--- config.mk ---
export PLATFORM = sky130hd
export DESIGN_NAME = bank_writer
export DESIGN_NICKNAME = d
export VERILOG_FILES = /design/src/hw/rot_geom_pkg.sv /design/src/hw/bank_writer.sv
export SDC_FILE = /design/constraint.sdc
export NUM_CORES = 1
export LEC_CHECK = 0
export BUFFER_PORTS_ARGS = -buffer_cell sky130_fd_sc_hd__buf_2
export CORE_ASPECT_RATIO = 1.4
export CORE_MARGIN = 5
export CORE_UTILIZATION = 27
export DETAILED_ROUTE_END_ITERATION = 10
export PLACE_DENSITY = 0.89
export SYNTH_ARGS = -nofsm -noshare
export SYNTH_HDL_FRONTEND = slang
export SYNTH_SLANG_ARGS = --single-unit
--- constraint.sdc ---
create_clock -name i_aclk -period 1.25 [get_ports i_aclk]
set_input_delay 0.1875 -clock i_aclk [delete_from_list [all_inputs] [get_ports i_aclk]]
set_output_delay 0.1875 -clock i_aclk [all_outputs]
set_load 0.05 [all_outputs]
--- src/hw/rot_geom_pkg.sv ---
// tensor geometry field widths with the header struct and the input word union
package rot_geom_pkg;

  localparam int WORD_W   = 32;  // stream and bank word
  localparam int KW2_W    = 2;
  localparam int KH2_W    = 2;
  localparam int CIN_W    = 5;
  localparam int COLS_W   = 4;
  localparam int BLOCKS_W = 4;

  localparam int PAD_W = WORD_W - BLOCKS_W - COLS_W - CIN_W - KH2_W - KW2_W;

  // first beat of every tensor, msb field first
  typedef struct packed {
    logic [PAD_W-1:0]    pad;       // unused upper bits
    logic [BLOCKS_W-1:0] blocks_1;  // blocks minus one
    logic [COLS_W-1:0]   cols_1;    // columns minus one
    logic [CIN_W-1:0]    cin_1;     // input channels minus one
    logic [KH2_W-1:0]    kh2;       // kernel height is 2*kh2+1
    logic [KW2_W-1:0]    kw2;       // half kernel width
  } hdr_t;

  // one input word, seen as a header on the first beat and raw afterwards
  typedef union packed {
    hdr_t              hdr;
    logic [WORD_W-1:0] raw;
  } in_word_t;

endpackage

--- src/hw/bank_writer.sv ---
// write FSM that takes the header and steers weight beats into the free bank
module bank_writer (
  input  logic                            i_aclk,
  input  logic                            i_rst,
  input  logic                            i_s_valid,
  input  rot_geom_pkg::in_word_t          i_s_data,
  input  logic                            i_s_last,
  input  logic [1:0]                      i_bank_free,
  output logic                            o_s_ready,
  output logic [1:0]                      o_hdr_en,
  output logic [1:0]                      o_wr_en,
  output logic [1:0]                      o_wr_done,
  output rot_geom_pkg::hdr_t              o_wr_hdr,
  output logic [rot_geom_pkg::WORD_W-1:0] o_wr_data
);

  localparam logic [1:0] W_IDLE   = 2'd0;
  localparam logic [1:0] W_HEADER = 2'd1;
  localparam logic [1:0] W_WRITE  = 2'd2;
  localparam logic [1:0] W_SWITCH = 2'd3;

  logic [1:0] state;
  logic       wr_idx;
  logic       s_hs;

  assign o_s_ready = (state == W_HEADER) || (state == W_WRITE);
  assign s_hs      = i_s_valid && o_s_ready;

  assign o_wr_hdr  = i_s_data.hdr;  // header view of the first beat
  assign o_wr_data = i_s_data.raw;

  always_comb begin
    o_hdr_en  = 2'b00;
    o_wr_en   = 2'b00;
    o_wr_done = 2'b00;
    o_hdr_en[wr_idx]  = s_hs && (state == W_HEADER);
    o_wr_en[wr_idx]   = s_hs && (state == W_WRITE);
    o_wr_done[wr_idx] = s_hs && (state == W_WRITE) && i_s_last;
  end

  // both banks are free at reset, so bank 0 can take a header at once
  always_ff @(posedge i_aclk) begin
    if (i_rst) begin
      state  <= W_HEADER;
      wr_idx <= 1'b0;
    end else begin
      case (state)
        W_IDLE:   if (i_bank_free[wr_idx]) state <= W_HEADER;
        W_HEADER: if (s_hs) state <= W_WRITE;
        W_WRITE:  if (s_hs && i_s_last) state <= W_SWITCH;
        W_SWITCH: begin
          state  <= W_IDLE;
          wr_idx <= ~wr_idx;  // next tensor goes to the other bank
        end
        default:  state <= W_IDLE;
      endcase
    end
  end

endmodule

# == Word level (Yosys, flattened, before mapping) ==
# Index checks and enable logic that the tools add are counted.
# totals
elab_cells,31
out_inout_bits,71
reg_bits,3
in_bits,38
# op_classes
bitwise,4
magnitude_cmp,2
n_eq_ne,6
reduce_logical,9
muxes,8
# op_table
op,count
2-bit one-hot mux with 4 select lines,1
2-bit AND,3
1-bit logical AND,6
2-bit 2-to-1 mux,3
2-bit equality test (second input constant),2
2-bit inequality test (second input constant),2
1-bit 2-to-1 mux,3
3-bit AND reduction,1
2-bit by 1-bit equality test with 1-bit output (second input constant),1
2-bit zero test,1
1-bit by 2-bit < comparator with 1-bit output (second input constant),1
2-bit by 1-bit inequality test with 1-bit output (second input constant),1
1-bit demux with 1-bit select,1
1-bit greater-or-equal comparator (second input constant),1
1-bit logical OR,1
1-bit inverter,1

# == Longest topological paths before layout ==
# logic_depth
word_depth,6
depth_mapped,5
mapped_depth_nobuf,5

# == Worst setup path before layout ==
# Ideal clock, no wire load.
# synth_path
path_type,flip-flop to output port
from,register state[0]
to,output o_hdr_en[0]
required_time_ns,1.062
stages_incl_launch_ff,5
arrival_ns,1.863
setup_slack_ns,-0.801
path_cell_list,dfxtp_1 inv_1 ha_1 nand3_1 nor2_1
# synth_via
elab_chain_cells,5
word_cells_on_any_way,6
cone_classes,eq/ne: 2; bitwise: 1; reduce/logical: 3
# synth_rtl
element,line_no,text
start: declaration,bank_writer.sv:22,logic [1:0] state;
start signal: assignment,bank_writer.sv:44,state <= W_HEADER;
start signal: assignment,bank_writer.sv:48,W_IDLE: if (i_bank_free[wr_idx]) state <= W_HEADER;
start signal: assignment,bank_writer.sv:49,W_HEADER: if (s_hs) state <= W_WRITE;
2-bit by 1-bit equality test with 1-bit output / 2-bit equality test (equally long branches),bank_writer.sv:26,assign o_s_ready = (state == W_HEADER) || (state == W_WRITE);
1-bit logical OR *,bank_writer.sv:26,
via o_s_ready,bank_writer.sv:9,"output logic o_s_ready,"
1-bit logical AND *,bank_writer.sv:27,assign s_hs = i_s_valid && o_s_ready;
1-bit logical AND *,bank_writer.sv:36,o_hdr_en[wr_idx] = s_hs && (state == W_HEADER);
2-bit AND (no source line) *,n/a,
end: declaration,bank_writer.sv:10,"output logic [1:0] o_hdr_en,"
# Mark *: on every way through the listed nets, which the timed path passes. The rest lies on a longest branch.

# == Final worst setup path ==
# layout_path
from,register state[0]
to,output o_hdr_en[0]
# layout_via
elab_chain_cells,5
word_cells_on_any_way,6
cone_classes,eq/ne: 2; bitwise: 1; reduce/logical: 3
# layout_rtl
element,line_no
2-bit by 1-bit equality test with 1-bit output / 2-bit equality test (equally long branches),"bank_writer.sv:26, bank_writer.sv:36"
1-bit logical OR,bank_writer.sv:26
1-bit logical AND,bank_writer.sv:27
1-bit logical AND *,bank_writer.sv:36
2-bit AND (no source line) *,n/a
# Every way passes the cells marked *; elsewhere a longest branch is shown, timed or not.

==> summary.txt <==
Run status
  – Status: finished, violations left
  – Failing checks: setup timing

Route
  – Post-route DRC: 0
  – Pre-antenna DRT Iters: 4
  – Antenna violation net count after detailed routing: 0
  – 1st-iter DRT viols: 7
  – Vias per cell: 3.88
  – Average wire per standard cell: 12.9 um
  – Via count: 369
  – Routed wire length: 1.22 mm

Setup path
  – Reg2reg setup slack: -0.17 ns
  – Critical path required time: 1.06 ns
  – Startpoint types: register
  – Max incr delay on CP: 0.36 ns
  – Critical setup path kind: reg2out
  – Worst Setup End Kind: output port
  – WP buf/inv: 2
  – Worst path cell trace: inv_4 > ha_4 > nand3_4 > nor2_4 > buf_8
  – Critical-path maximum fanout: 3
  – Slowest CP cell: dfxtp_4
  – Arr. time, crit path: 1.29 ns
  – Cell family with most CP delay: flip-flops

Logic synthesis
  – Area leader, netlist: buf_4
  – Post-synth top area share: 64.0%
  – Register area share after synthesis: 8.00%
  – Synthesis-stage register bit count: 3
  – Yosys warning count: 0
  – Mapped cell area: 751 sq um
  – Mean Syn Cell Area: 7.82 sq um
  – Cell variety after synth: 14
  – Ranking of synthesized cells by area: buf_4 (64%), ha_1 (8.3%), dfxtp_1 (8.0%), mux2i_1 (4.0%), nor2_1 (3.0%)
  – Cell count after synthesis: 96
  – Syn nets: 139

Cells and area
  – N_diodes: 0
  – Design Area, Final: 663 sq um
  – Share of layout cells above drive strength 1: 72.9%
  – Synthesis-to-layout area growth: -11.7%
  – Layout Nets: 103

Clock network
  – Clock Latency Late Sink: 0.23 ns
  – Total CTS buffers: 3
  – Number of H-tree levels: 1
  – CTS root buffer: clkbuf_4
  – CTS tree: yes
  – Reg clk slew, reported paths: 0.03 ns
  – Clk buf depth: 2
  – Clock sinks: 3
  – # hold bufs at CTS: 0

Timing
  – RSZ-0062 raised after global routing: true
  – Least-Margin Pin Slew: 0.319 ns
  – Slew headroom: 78.7%
  – Final period util: 118%
  – Setup Skew: 0.000754 ns
  – Final Worst Setup Slack: -0.223 ns
  – # setup viols final: 9
  – Fmax: 679 MHz
  – Final Hold Viols: 0
  – Min cycle time layout: 1.47 ns
  – Slew Viols, Final: 0

Placed design
  – Worst slack, placed: -0.152 ns
  – Detailed placer's ending HPWL: 934 um
  – Final GP Congestion: 0.666
  – PortBufs: 12
  – Placement Cell Area: 518 sq um

Power
  – Net Sw Frac: 43.8%
  – Sequential Power Share: 13.4%
  – Pint: 0.855 mW
  – Pwr per Cell Area: 2290 nW/um^2
  – Power share of the clock group: 11.0%
  – Comb power frac: 75.6%
  – Sw power: 0.667 mW
  – Leak Pwr: 0.290 nW
  – Worst vdd ir: 0.804 mV

GRT
  – Initial antenna violation count: 0
  – Vias in the first global route: 395
  – GRT Total Usage: 6.26%
  – Largest net degree at the start of global routing: 6
  – Global-route wire length before repair: 1.70 mm
  – Overflow after GRT: 0

Die
  – Core area: 2640 sq um
  – Die span in x: 54.6 um
  – Row count: 22
  – Die ar.: 3950 sq um
  – Starting Density: 28.4%
  – Height of the die: 72.4 um
  – I/O Pins: 109

Run
  – # Max-Cap Violations: 0

Hold path
  – Hold Crit Class: in2reg
## logic make-up after synthesis
family                   count (synthesis)  share of synthesized area [%]
flip-flops                               3                           8.00
multiplexers                             3                           4.00
AND/OR/NAND/NOR                         13                           7.83
AO/OA/AOI/OAI                            2                           3.17
buffers and inverters                   69                           67.5
adder cells (fa/ha/maj)                  5                           8.33
XOR/XNOR                                 1                           1.17
## layout make-up
| type | count | area, sq um |
|---|---|---|
| clock buffers | 4 | 26.3 |
| inverters | 4 | 20.0 |
| well taps | 36 | 45.0 |
| fillers | 298 | 1980 |
| flip-flops and latches | 3 | 67.6 |
| repair buffers | 24 | 216 |
| multi-input cells | 24 | 288 |
## final timing paths
path / startpoint / to / depth (start not counted)
max reg2reg: state[0] / state[0] / 6
min: i_rst / wr_idx / 2
max: state[0] / o_hdr_en[0] / 5
min reg2reg: state[1] / state[1] / 3
## per-stage QoR
stage	power (mW)	utilization, %	TNS [ns]	hold WS [ns]	instances
finish	1.52	25.1	-1.51	0.182	95
global route	1.61	25.1	-1.96	0.185	95
CTS	1.44	24.0	-1.54	0.169	93
detailed placement	1.09	19.6	-0.558	0.376	85
global placement	1.05	19.6	-0.310	0.376	85
floorplan	1.44	-	-0.638	0.260	96
## metal layers
layer  vias to the layer above  global-route usage (%)  part of all wire [%]
met4                         0                    10.8                    11
met2                        23                    9.32                    44
met1                       161                    3.82                    26
li1                        158                       -                     -
met3                        27                    3.08                    19
met5                         -                       0                     0
## worst reg2reg max path, cell delays in order (launching register included)
cell	delay, ns
dfxtp_4	0.36
inv_4	0.05
ha_4	0.17
buf_6	0.11
a2bb2oi_2	0.15
a221oi_2	0.28
mux2i_1	0.23
## registers in the layout, summed over array words and instances (netlist names)
register	count
state	2
wr_idx	1
## synth_stat cells
cell,n
buf_4,64
nor2_1,6
ha_1,5
inv_1,4
dfxtp_1,3
mux2i_1,3
nor3_1,3
nand2b_1,2
a221oi_2,1
a2bb2oi_1,1
buf_6,1
nand2_1,1
nand3_1,1
xnor2_1,1
## power groups by stage
stage / Combinational, mW / Clock [mW] / Sequential (mW)
finish: 1.15 / 0.167 / 0.204
global route: 1.23 / 0.177 / 0.210
CTS: 1.06 / 0.179 / 0.207
detailed placement: 0.893 / 0 / 0.194
global placement: 0.865 / 0 / 0.189
floorplan: 1.26 / 0 / 0.181
## layout by cell type, fill, tap and decap left out, types with 2 or more instances in the layout
cell type  instances
buf_2              5
buf_4              9
buf_6              7
buf_8              3
clkbuf_4           3
dfxtp_4            2
ha_1               3
ha_4               2
inv_1              2
inv_4              2
mux2i_1            3
nand2b_1           2
nor2_1             2
nor2_4             4
nor3_4             2
## repair_timing
| action | CTS | global route |
|---|---|---|
| setup buffers | 4 | 2 |
| endpoints found under the setup margin | 9 | 9 |
| gates resized for setup | 19 | 4 |
| pin swaps | 4 | 2 |
No activity file was read; power rests on OpenSTA's default activity.
