==> src/hw/rot_geom_pkg.sv <==
// tensor geometry field widths with the header struct and the input word union
package rot_geom_pkg;

  localparam int WORD_W   = 32;  // stream and bank word
  localparam int KW2_W    = 2;
  localparam int KH2_W    = 2;
  localparam int CIN_W    = 5;
  localparam int COLS_W   = 4;
  localparam int BLOCKS_W = 4;

  localparam int PAD_W = WORD_W - BLOCKS_W - COLS_W - CIN_W - KH2_W - KW2_W;

  // first beat of every tensor, msb field first
  typedef struct packed {
    logic [PAD_W-1:0]    pad;       // unused upper bits
    logic [BLOCKS_W-1:0] blocks_1;  // blocks minus one
    logic [COLS_W-1:0]   cols_1;    // columns minus one
    logic [CIN_W-1:0]    cin_1;     // input channels minus one
    logic [KH2_W-1:0]    kh2;       // kernel height is 2*kh2+1
    logic [KW2_W-1:0]    kw2;       // half kernel width
  } hdr_t;

  // one input word, seen as a header on the first beat and raw afterwards
  typedef union packed {
    hdr_t              hdr;
    logic [WORD_W-1:0] raw;
  } in_word_t;

endpackage

==> src/hw/rot_user_pkg.sv <==
// bit positions and width of the output side-band word
package rot_user_pkg;

  localparam int USER_W = 8;

  localparam int U_KW2          = 0;  // base of 2-bit kw2 field
  localparam int U_W_FIRST      = 2;  // first beat of a block
  localparam int U_CIN_LAST     = 3;  // last beat of a pass
  localparam int U_COLS_1_K2    = 4;  // remaining cols equal kw2
  localparam int U_TOP_BLOCK    = 5;
  localparam int U_BOTTOM_BLOCK = 6;

  // bit 7 stays zero

endpackage

==> src/hw/bank_reader.sv <==
// read FSM with nested down-counters, bank selection and the output stage
module bank_reader (
  input  logic                              i_aclk,
  input  logic                              i_rst,
  input  logic [1:0]                        i_bank_full,
  input  rot_geom_pkg::hdr_t                i_bank_hdr [2],
  input  logic [rot_geom_pkg::WORD_W-1:0]   i_bank_rd_data [2],
  input  logic                              i_m_ready,
  output logic [1:0]                        o_rd_en,
  output logic [1:0]                        o_rd_done,
  output logic                              o_m_valid,
  output logic [rot_geom_pkg::WORD_W-1:0]   o_m_data,
  output logic [rot_user_pkg::USER_W-1:0]   o_m_user,
  output logic                              o_m_last
);

  localparam logic [1:0] R_IDLE   = 2'd0;
  localparam logic [1:0] R_READ   = 2'd1;
  localparam logic [1:0] R_SWITCH = 2'd2;

  logic [1:0]                          state;
  logic                                rd_idx;
  logic                                rd_left;  // reads still to issue
  rot_geom_pkg::hdr_t                  hdr;
  logic [rot_geom_pkg::KH2_W:0]        cnt_kh;
  logic [rot_geom_pkg::KH2_W:0]        kh_top;
  logic [rot_geom_pkg::CIN_W-1:0]      cnt_cin;
  logic [rot_geom_pkg::COLS_W-1:0]     cnt_cols;
  logic [rot_geom_pkg::BLOCKS_W-1:0]   cnt_blocks;
  logic                                kh_zero;
  logic                                cin_zero;
  logic                                cols_zero;
  logic                                blocks_zero;
  logic                                tail;
  logic                                issue;
  logic                                m_hs;
  logic                                done;
  logic [rot_user_pkg::USER_W-1:0]     user_next;

  assign hdr    = i_bank_hdr[rd_idx];
  assign kh_top = {hdr.kh2, 1'b0};  // kh-1 = 2*kh2

  assign kh_zero     = (cnt_kh == '0);
  assign cin_zero    = (cnt_cin == '0);
  assign cols_zero   = (cnt_cols == '0);
  assign blocks_zero = (cnt_blocks == '0);
  assign tail        = kh_zero && cin_zero && cols_zero && blocks_zero;

  assign m_hs  = o_m_valid && i_m_ready;
  assign issue = (state == R_READ) && rd_left && (!o_m_valid || i_m_ready);
  assign done  = (state == R_READ) && m_hs && o_m_last;

  // the bank read register is the data half of the output stage
  assign o_m_data = i_bank_rd_data[rd_idx];

  always_comb begin
    o_rd_en   = 2'b00;
    o_rd_done = 2'b00;
    o_rd_en[rd_idx]   = issue;
    o_rd_done[rd_idx] = done;
  end

  always_comb begin
    user_next = '0;
    user_next[rot_user_pkg::U_KW2 +: rot_geom_pkg::KW2_W] = hdr.kw2;
    user_next[rot_user_pkg::U_W_FIRST] = (cnt_cols == hdr.cols_1) &&
                                         (cnt_cin == hdr.cin_1) && (cnt_kh == kh_top);
    user_next[rot_user_pkg::U_CIN_LAST]     = kh_zero && cin_zero;
    user_next[rot_user_pkg::U_COLS_1_K2]    = (cnt_cols == hdr.kw2);
    user_next[rot_user_pkg::U_TOP_BLOCK]    = (cnt_blocks == hdr.blocks_1);
    user_next[rot_user_pkg::U_BOTTOM_BLOCK] = blocks_zero;
  end

  always_ff @(posedge i_aclk) begin
    if (i_rst) begin
      state     <= R_IDLE;
      rd_idx    <= 1'b0;
      rd_left   <= 1'b0;
      o_m_valid <= 1'b0;
    end else begin
      case (state)
        R_IDLE: begin
          if (i_bank_full[rd_idx]) begin
            state   <= R_READ;
            rd_left <= 1'b1;
          end
        end
        R_READ: begin
          if (issue && tail) rd_left <= 1'b0;  // final read of the tensor
          if (done) state <= R_SWITCH;
        end
        R_SWITCH: begin
          state  <= R_IDLE;
          rd_idx <= ~rd_idx;
        end
        default: state <= R_IDLE;
      endcase
      if (issue) begin
        o_m_valid <= 1'b1;
      end else if (m_hs) begin
        o_m_valid <= 1'b0;
      end
    end
  end

  // kh innermost, then cin, cols and blocks
  always_ff @(posedge i_aclk) begin
    if (i_rst) begin
      cnt_kh     <= '0;
      cnt_cin    <= '0;
      cnt_cols   <= '0;
      cnt_blocks <= '0;
    end else if (state == R_IDLE) begin
      cnt_kh     <= kh_top;
      cnt_cin    <= hdr.cin_1;
      cnt_cols   <= hdr.cols_1;
      cnt_blocks <= hdr.blocks_1;
    end else if (issue) begin
      cnt_kh <= kh_zero ? kh_top : cnt_kh - 1'b1;
      if (kh_zero) begin
        cnt_cin <= cin_zero ? hdr.cin_1 : cnt_cin - 1'b1;
      end
      if (kh_zero && cin_zero) begin
        cnt_cols <= cols_zero ? hdr.cols_1 : cnt_cols - 1'b1;
      end
      if (kh_zero && cin_zero && cols_zero) begin
        cnt_blocks <= blocks_zero ? hdr.blocks_1 : cnt_blocks - 1'b1;
      end
    end
  end

  always_ff @(posedge i_aclk) begin
    if (issue) begin
      o_m_user <= user_next;
      o_m_last <= tail;
    end
  end

endmodule

==> config.mk <==
export PLATFORM = sky130hd
export DESIGN_NAME = bank_reader
export DESIGN_NICKNAME = d
export VERILOG_FILES = /design/src/hw/rot_geom_pkg.sv /design/src/hw/rot_user_pkg.sv /design/src/hw/bank_reader.sv
export SDC_FILE = /design/constraint.sdc
export NUM_CORES = 1
export LEC_CHECK = 0
export ABC_CLOCK_PERIOD_IN_PS = 2160
export BUFFER_PORTS_ARGS = -buffer_cell sky130_fd_sc_hd__buf_2
export CELL_PAD_IN_SITES_DETAIL_PLACEMENT = 1
export CELL_PAD_IN_SITES_GLOBAL_PLACEMENT = 1
export CORE_MARGIN = 2
export CORE_UTILIZATION = 24
export DETAILED_ROUTE_END_ITERATION = 10
export HOLD_SLACK_MARGIN = 0.05
export PLACE_DENSITY_LB_ADDON = 0.1
export SETUP_SLACK_MARGIN = 0.15
export SLEW_MARGIN = 25
export SYNTH_ARGS = -nofsm -noshare
export SYNTH_HDL_FRONTEND = slang
export SYNTH_SLANG_ARGS = --single-unit
==> constraint.sdc <==
create_clock -name i_aclk -period 2.16 [get_ports i_aclk]
set_clock_uncertainty 0.1 [all_clocks]
set_input_delay 0 -clock i_aclk [delete_from_list [all_inputs] [get_ports i_aclk]]
set_output_delay 0 -clock i_aclk [all_outputs]
set_load 0.02 [all_outputs]
# ---- After elaboration in Yosys (flattened, before gate mapping)
# Cells that the tools add are included.
dict set report totals {
  register_bits 29
  input_bits 133
  word_cells 96
}
dict set report op_classes {
  add_sub_neg 4
  order_cmp 3
  n_eq_ne 10
  mux 33
  n_bitwise 4
  reduce_logical 31
}
# op count
set op_table {}
lappend op_table {{$mux 32} 3}
lappend op_table {{$mux 17} 3}
lappend op_table {{$mux 4} 8}
lappend op_table {{$mux 5} 4}
lappend op_table {{$logic_and 1x1->1} 12}
lappend op_table {{$reduce_bool 2->1} 6}
lappend op_table {{$mux 3} 3}
lappend op_table {{$eq 4x4->1} 2}
lappend op_table {{$logic_not 4->1} 2}
lappend op_table {{$reduce_and 2->1} 4}
lappend op_table {{$sub 4x1->4 const B} 2}
lappend op_table {{$mux 1} 7}
lappend op_table {{$eq 5x5->1} 1}
lappend op_table {{$logic_not 5->1} 1}
lappend op_table {{$sub 5x1->5 const B} 1}
lappend op_table {{$and 2x2->2} 2}
lappend op_table {{$eq 4x2->1} 1}
lappend op_table {{$mux 2} 2}
lappend op_table {{$ne 2x2->1 const B} 2}
lappend op_table {{$pmux 2 s2} 1}
lappend op_table {{$eq 3x3->1} 1}
lappend op_table {{$logic_not 3->1} 1}
lappend op_table {{$reduce_and 3->1} 1}
lappend op_table {{$sub 3x1->3 const B} 1}
lappend op_table {{14 further kinds} 14}

# ---- Longest topological paths before layout
# Gate-level depths: netlist of run 1.
dict set report logic_depth {
  depth_word 8
  ltp_mapped 8
  ltp_nobuf 7
}

# ---- Worst setup path after synthesis of run 1
# No wires, ideal clock.
dict set report synth_path {
  kind {reg-to-reg}
  start {reg cnt_cin[0] (netlist bit)}
  end {reg cnt_blocks[2] (netlist bit)}
  arrival_time_ps 1902
  t_required_ps 1993
  setup_slack_ps 90
  path_stages_with_launch 8
  path_cell_list {dfxtp_1 inv_1 ha_1 or4b_1 buf_2 o31a_1 a211o_1 a21oi_2}
}
dict set report synth_via {
  elab_chain_len 5
}
# element line_no
set synth_rtl {}
lappend synth_rtl {{start, declared} bank_reader.sv:27} ;# logic [rot_geom_pkg::CIN_W-1:0] cnt_cin;
lappend synth_rtl {{start signal, assigned} bank_reader.sv:115} ;# cnt_cin <= hdr.cin_1;
lappend synth_rtl {{start signal, assigned} bank_reader.sv:121} ;# cnt_cin <= cin_zero ? hdr.cin_1 : cnt_cin - 1'b1;
lappend synth_rtl {{$logic_not 5->1} bank_reader.sv:44} ;# assign cin_zero = (cnt_cin == '0);
lappend synth_rtl {{$logic_and 1x1->1 (2 in a row)} bank_reader.sv:126} ;# if (kh_zero && cin_zero && cols_zero) begin
lappend synth_rtl {{$reduce_bool 2->1 (no line)} -}
lappend synth_rtl {{$reduce_and 2->1 (no line)} -}
lappend synth_rtl {{end signal, assigned} bank_reader.sv:117} ;# cnt_blocks <= hdr.blocks_1;
lappend synth_rtl {{end signal, assigned} bank_reader.sv:127} ;# cnt_blocks <= blocks_zero ? hdr.blocks_1 : cnt_blocks - 1'b1;
lappend synth_rtl {{end, declared} bank_reader.sv:29} ;# logic [rot_geom_pkg::BLOCKS_W-1:0] cnt_blocks;
# No other way between the ends.
# A chain may end at the register's enable or synchronous reset.

# ---- Final worst setup path of run 1
dict set report layout_path {
  start {reg cnt_cin[1] (netlist bit)}
  end {reg cnt_blocks[0] (netlist bit)}
}
# The elaborated chain is that of the path after synthesis.

==> run summary, run 1 <==
The final design instance area without fill is ~0.0034 mm². The buffer depth of the longest clock path is 2. The final hold violation count is 0.

The number of nets handed over by synthesis was 385. After synthesis the cells add up to 0.002236 mm². The TritonCTS sink count came out at 29.

In this run, synthesis inferred 8 flip-flops with an integrated enable. The data arrival time of the critical path came out at roughly 2.1 ns. In the detailed route, the total length drawn on met3 is between 200 and 300 µm. The part of the cycle the worst path needs is 93.51%. The required time of the critical path came out at about 2.3 ns. The floorplan step set the die height to a little over 100 µm. For this run, the leading register cell type out of synthesis is sky130_fd_sc_hd__dfxtp_1. The average size of a mapped cell is ~9.1 µm².

The starting density of the core came out at between 20% and 30%. The half-perimeter wire length after placement is around 6300 µm. After detailed placement, the total cell area comes to ~0.0032 mm². STA classifies the critical path endpoint as a flop. The startpoint identified for the worst register-to-register timing path is cnt_cin[1]$_SDFFE_PP0P_. The part of the Yosys area used for sequential elements is 29.55%. The uppermost layer routed is met4. The timing startpoint of the critical path is cnt_cin[1]$_SDFFE_PP0P_. The area taken by flip-flops and latches is approximately 670 µm². The flow ran to the end, and the final reports show no timing, DRC or antenna violations.

The synthesized instance count came out at ~250. The aggregate global-route resource usage is between 10% and 20%. The achievable clock frequency is just under 0.5 GHz. Counting buffers and inverters, the worst setup path is 6 cells deep. Counting distinct cell types in the post-synthesis netlist gives 41. The antenna diode count came out at 0. The count of input and output buffers came out at around 150. The floorplan step set the die width to approximately 100 µm. The placeable core region is roughly 0.0092 mm². The critical path goes through inv_2, ha_4, or4b_4, o31a_1, a211o_1, a21oi_2. The startpoint identified for the worst hold timing path is i_rst. The buffering stage count on the worst path with inverters included is 1. The count of fill cells added during filler insertion came out at between 1,000 and 1,500.

The worst register-to-register path has a depth of 6. The sum of internal, switching and leakage power is approximately 1.7 mW. The slowest stage of the critical path is the sky130_fd_sc_hd__or4b_4 cell. The leakage power summed over all cells came out at around 1.6 nW. The first global-routing pass estimated 11,820 µm of wire. The number of warning messages in the yosys log is 0. The worst setup path is launched from a flop. Setup violations remaining at the end of the flow were counted as 0.

The post-route netlist has 55.34% of its cells at a drive strength greater than 1. Setup repair after global routing could not meet its margin everywhere. In this run the remaining antenna-violating nets after routing total 0. The clock latency of the later-clocked register in the worst-skew pair came out at ~0.28 ns. The largest stage delay on the critical path came out at between 0.4 and 0.5 ns. The root buffer cell chosen for the clock tree is sky130_fd_sc_hd__clkbuf_8.

The maximum VDD drop came out at around 0.00022 V. The cell family contributing the most delay on the critical path is compound AO/OA/AOI/OAI gates. The number of antenna violations at the first check in global routing is 0. The combined area of the multi-input logic cells came out at around 0.0015 mm². The final routed wirelength across all metal layers came out at 7895 µm. The cell depth of the worst hold path is 2. The die covers 0.01010 mm².

The first-pass iteration count of the detailed router came out at 4. After clock tree synthesis, the clock-pin slew on the worst setup and hold paths is approximately 0.060 ns. The final layout net count came out at 549. The routed length on met1 is ~3500 µm. The total negative slack for setup checks came out at 0 ns. The tightest min-delay check is of the in -> reg type.

The async set-or-reset flop fraction in the synthesized netlist is 0%. The total count of max-transition violations in the final report is 0. The largest net degree at the start of global routing is 37. The post-synthesis register bit count is 29. The remaining global-route overflow came out at 0. In the routed layout, each cell is associated on average with a via count of 4.587. The clock buffer count from CTS is 5.

The wire length on met2 came out at between 4000 and 5000 µm. The number of H-tree levels is 2. The synthesis-to-layout area growth came out at 52.43%. The worst setup path category is reg -> reg.

The detailed router's first-iteration violation count is 26. Of all nets on the critical path, the largest fanout is 7. For this run, design rule violations remaining after detail routing come to 0.

For this design the ratio of total power to cell area is ~500 mW/mm². The cell row count is 35. The final RePlAce weighted congestion came out at 0.7450. The max-cap violation count is 0. The average wire length per cell after detail routing came out at ~15 µm. The number of ports placed on the die boundary is ~180.

The worst path in the final design needs a cycle of 2.020 ns, including I/O delays and setup. The number of vias in the routed layout came out at roughly 2,400. The number of global-route vias before repair came out at 2,403.

TritonCTS built the clock tree.
==> cell type report <==
type | instances | area share [%]
multi-input cells | 194 | 44.79
repair buffers | 170 | 27.75
flip-flops and latches | 29 | 19.53
well taps | 111 | 4.075
clock buffers | 8 | 2.643
inverters | 11 | 1.211
==> path summary, 6_finish.rpt <==
| kind | to | slack, ns |
|---|---|---|
| hold / removal | state[1]$_SDFFE_PP0P_ | 0.07 |
| setup / recovery | cnt_blocks[0]$_SDFFE_PP0P_ | 0.14 |
| setup reg to reg | cnt_blocks[0]$_SDFFE_PP0P_ | 0.14 |
| hold reg to reg | cnt_cin[1]$_SDFFE_PP0P_ | 0.38 |
==> synthesized netlist by cell type, drive strengths merged, types with 3 or more instances <==
cell	number	share of area, %
mux2	37	19
mux2i	22	9.8
dfxtp	21	19
nor2	20	3.4
a21oi	15	3.5
nand2	14	2.4
xnor2	13	5.1
inv	11	1.8
o21ai	11	2.6
nand2b	9	2.5
clkbuf	8	1.3
edfxtp	8	11
xor2	6	2.4
buf	5	1.2
ha	5	2.8
nor3	5	1.1
a211oi	4	1.3
nand3	4	0.90
nand4	3	0.84
nor2b	3	0.84
nor4	3	0.84
==> stage by stage <==
step | hold WS, ns | setup slack (ns) | utilization, % | std cells
final | 0.07241 | 0.1403 | 37.24 | 523
after global routing | 0.1070 | 0.07614 | 37.24 | 523
after CTS | 0.08065 | 0.1529 | 36.69 | 520
after detailed placement | 0.2344 | 0.08479 | 34.74 | 503
after global placement | 0.2254 | 0.1202 | 34.74 | 503
after floorplan | -0.01031 | 0.1579 | - | 247
==> metal layers <==
layer  vias to the layer above  GRT usage [%]
met5                         -              0
met4                         0          3.477
met3                         4          2.566
met2                        39          25.66
met1                      1151          19.48
li1                       1205              -
==> state kept, by name (all words and copies together), names as in the netlist <==
register	flops
o_m_last	1
cnt_kh	3
cnt_cin	5
o_m_user	7
state	2
rd_left	1
cnt_blocks	4
cnt_cols	4
rd_idx	1
o_m_valid	1
==> power by group <==
| group | total (mW) | internal [mW] | switching [mW] |
|---|---|---|---|
| registers | 0.639 | 0.604 | 0.0358 |
| clock network | 0.469 | 0.260 | 0.210 |
| logic | 0.625 | 0.313 | 0.312 |
==> cell usage in the layout (no fill, tap or decap), types with 10 or more instances in the layout <==
| cell | Yosys | final |
|---|---|---|
| sky130_fd_sc_hd__buf_2 | 3 | 147 |
| sky130_fd_sc_hd__dfxtp_1 | 21 | 17 |
| sky130_fd_sc_hd__a21oi_1 | 14 | 13 |
| sky130_fd_sc_hd__buf_4 | 1 | 16 |
| sky130_fd_sc_hd__mux2_2 | 37 | 37 |
| sky130_fd_sc_hd__mux2i_1 | 22 | 22 |
| sky130_fd_sc_hd__o21ai_0 | 10 | 10 |
| sky130_fd_sc_hd__xnor2_1 | 13 | 13 |
| sky130_fd_sc_hd__nand2_1 | 14 | 13 |
| sky130_fd_sc_hd__nor2_1 | 20 | 20 |
==> logic make-up (layout without fill, tap and decap cells) <==
kind of cell | after synthesis | count (layout) | synth area share [%]
mux | 59 | 59 | 28.48
flops | 29 | 29 | 29.55
buf+inv | 24 | 189 | 4.365
other cells | 1 | 1 | 0.1677
xor+xnor | 19 | 19 | 7.443
compound gates | 39 | 39 | 11.14
simple gates | 71 | 71 | 16.06
fa+ha+maj | 5 | 5 | 2.798
==> timing repair <==
item,in CTS,in global routing
setup endpoints to repair,2,12
cloned,0,0
endpoints found under the hold margin,4,0
hold buffers,5,0
gates resized for setup,3,9
pin swaps,2,6
buffers inserted,4,3
Power figures use the tool's default switching activity.
==> run 2, diff against run 1 <==
- SETUP_SLACK_MARGIN: 0.15 -> default
==> run 2 against run 1 <==
Routed wire length fell by 2.2%; sequential share of layout area rose by 0.33 points; critical endpoint is now cnt_cols[0]$_SDFFE_PP0P_; clock power rose by 20%; largest cell class unchanged; cell count fell by 0.76%; clock-buffer cell count fell by 2.
==> run summary, run 2 (same netlist as run 1, synthesis figures left out) <==
The flow ran to the end, and the final reports show no timing, DRC or antenna violations. The first-pass iteration count of the detailed router came out at 4. The number of vias in the routed layout is about 2,400.

The maximum VDD drop is 0.0002781 V. The data arrival time of the critical path is 2.11 ns. The largest registers in the layout are o_m_user: 7 flops, cnt_cin: 5 flops. The clock latency of the later-clocked register in the worst-skew pair is roughly 0.28 ns.

The register with the most flip-flops in the final layout is o_m_user. Port buffering added between 100 and 150 buffers. The placed cell count is just over 500.

The cell row count came out at 35. For this run, the total global-route usage over all layers was measured as about 15%. For hold timing, the worst endpoint is cnt_kh[1]$_SDFFE_PP0P_. The total count of max-transition violations in the final report was 0. The slew at the pin with the worst max-slew slack is between 0.5 and 0.6 ns. The library cells used most frequently in the layout, excluding fill and tap cells, are 147 x sky130_fd_sc_hd__buf_2, 37 x sky130_fd_sc_hd__mux2_2, 22 x sky130_fd_sc_hd__mux2i_1. The largest net degree at the start of global routing is 32. The power per unit of standard cell area is between 500 and 600 mW/mm². The number of H-tree levels is 2. The hold path startpoint is i_rst.

In the routed design, unresolved DRC markers number 0. The die extent in y is between 100 and 150 µm. The post-CTS clock slew at the launch and capture registers of the worst setup and hold paths is roughly 0.07 ns. 0 antenna diodes ended up in the layout. The sum of internal, switching and leakage power is ~1.8 mW.

The half-perimeter wire length after placement came out at ~6200 µm. At the worst endpoint, the required time is 2.20 ns. The achievable clock frequency is between 0.4 and 0.5 GHz. The wire length of the first global-routing pass came out at about 12,000 µm. The final count of negative-setup-slack endpoints is 0.

The clock buffer count from CTS came out at 5. For this design the static power due to leakage is roughly 1.5 nW. The cell count of the worst reg-to-reg path is 8. The number of antenna violations at the first check in global routing is 0. In this run the remaining antenna-violating nets after routing total 0.

The worst register-to-register path begins at cnt_cin[1]$_SDFFE_PP0P_. STA classifies the critical path startpoint as a flop. The first routing iteration left 37 violations. TritonCTS built the clock tree. The final hold violation count is 0. The type of the most critical hold path is in -> reg.

The max-slew headroom at the worst pin is 66.61%. The final RePlAce weighted congestion is between 0.7 and 0.8. The average wire length per cell after detail routing is about 15 µm. The instance area at placement came out at ~0.0032 mm².

The placeable core region is 0.009153 mm². The number of global-route vias before repair is about 2,300. The endpoint of the lowest-slack register-to-register path is cnt_cols[0]$_SDFFE_PP0P_. The final design instance area without fill came out at ~0.0033 mm². The worst slack at placement is 0.07588 ns. The setup slack after layout came out at 0.09077 ns. The final routed wirelength across all metal layers is 7718 µm.

The number of ports placed on the die boundary is around 180. Along the worst path, the maximum fanout reaches 7. In this run the clock root is driven by a sky130_fd_sc_hd__clkbuf_8.

The die area is roughly 0.01 mm². The flip-flop count of the largest register, all copies and words added came out at 7. The final layout net count came out at about 550. Counting every sink on the clock net gives 29.

The shortest clock period the worst path allows after layout is between 2 and 2.5 ns. The worst setup path is of the reg -> reg kind. The worst-case hold slack is just over 0.07 ns. The worst register-to-register path has a setup slack of between 0.09 and 0.1 ns. The area growth from synthesis to layout is 49.02%.

Global routing finished with a remaining overflow of 0. Leaving out fill and tap cells, the most frequent cell in the layout is sky130_fd_sc_hd__buf_2. The core utilization of the finished layout came out at 36.40%. The buffer depth of the longest clock path came out at 2. The starting density of the core came out at 24.43%. The max-cap violation count is 0. The detail-routed via count per cell came out at around 4.5. The worst setup path is captured at a flop.

The share of layout cells above drive strength 1 came out at between 50% and 60%. The part of the cycle the worst path needs is 95.80%. The total negative slack for setup checks is 0 ns.

The die span in x is 100.5 µm. The number of standard cells in the layout, taps in and fillers out is between 500 and 600. Setup repair after global routing left no endpoint under its margin. The most critical setup path has its startpoint at cnt_cin[1]$_SDFFE_PP0P_. The cell depth of the worst hold path is 2.
## run 2: cell count changes in the layout (fill, tap and decap cells not counted), moves of 2 or more
| cell | previous run | this run |
|---|---|---|
| sky130_fd_sc_hd__dfxtp_2 | 4 | 1 |
| sky130_fd_sc_hd__inv_1 | 7 | 10 |
| sky130_fd_sc_hd__dfxtp_1 | 17 | 20 |
| sky130_fd_sc_hd__buf_4 | 16 | 13 |
| sky130_fd_sc_hd__inv_2 | 4 | 1 |
| sky130_fd_sc_hd__ha_4 | 2 | 0 |
| sky130_fd_sc_hd__ha_1 | 3 | 5 |
## run 2: worst max-delay path by stage
stage                                             to  cells after the start  slack, ns
after detailed placement  cnt_blocks[2]$_SDFFE_PP0P_                      6       0.08
after global placement    cnt_blocks[2]$_SDFFE_PP0P_                      6       0.11
after global routing      cnt_blocks[2]$_SDFFE_PP0P_                      6      0.002
after floorplan           cnt_blocks[2]$_SDFFE_PP0P_                      7       0.09
final                       cnt_cols[0]$_SDFFE_PP0P_                      8       0.09
after CTS                 cnt_blocks[2]$_SDFFE_PP0P_                      6       0.06
## run 2: final cells by class
class,instances,area [µm²]
clock buffers,6,72.57
clock inverters,2,33.78
fillers,1146,5821
inverters,11,41.29
multi-input cells,194,1480
flip-flops and latches,29,661.9
well taps,111,138.9
repair buffers,166,903.4
## run 2: layer usage
| metal | vias up | global-route usage, % | wire length [µm] |
|---|---|---|---|
| li1 | 1197 | - | - |
| met1 | 1114 | 19.72 | 3405 |
| met2 | 35 | 25.50 | 4080 |
| met3 | 4 | 2.427 | 181 |
| met4 | 0 | 3.161 | 50 |
| met5 | - | 0 | 0 |
## run 2: critical path: stages (launching register included)
cell and delay [ns]:
sky130_fd_sc_hd__dfxtp_1 0.33, sky130_fd_sc_hd__inv_1 0.08, sky130_fd_sc_hd__ha_1 0.19, sky130_fd_sc_hd__or4b_1 0.47
sky130_fd_sc_hd__buf_4 0.18, sky130_fd_sc_hd__o21ai_2 0.12, sky130_fd_sc_hd__buf_4 0.17, sky130_fd_sc_hd__mux2i_1 0.20
sky130_fd_sc_hd__a21oi_1 0.09
## run 2: timing repair
item,4_1_cts,5_1_grt
resized for setup,0,2
hold buffers,5,0
buffers inserted,0,1
endpoints found under the hold margin,4,0
setup endpoints to repair,0,4
## run 2: where the power goes
group          total (mW)  switching (mW)  internal, mW
combinational       0.572           0.289         0.283
clock               0.561           0.221         0.341
sequential          0.644          0.0415         0.602
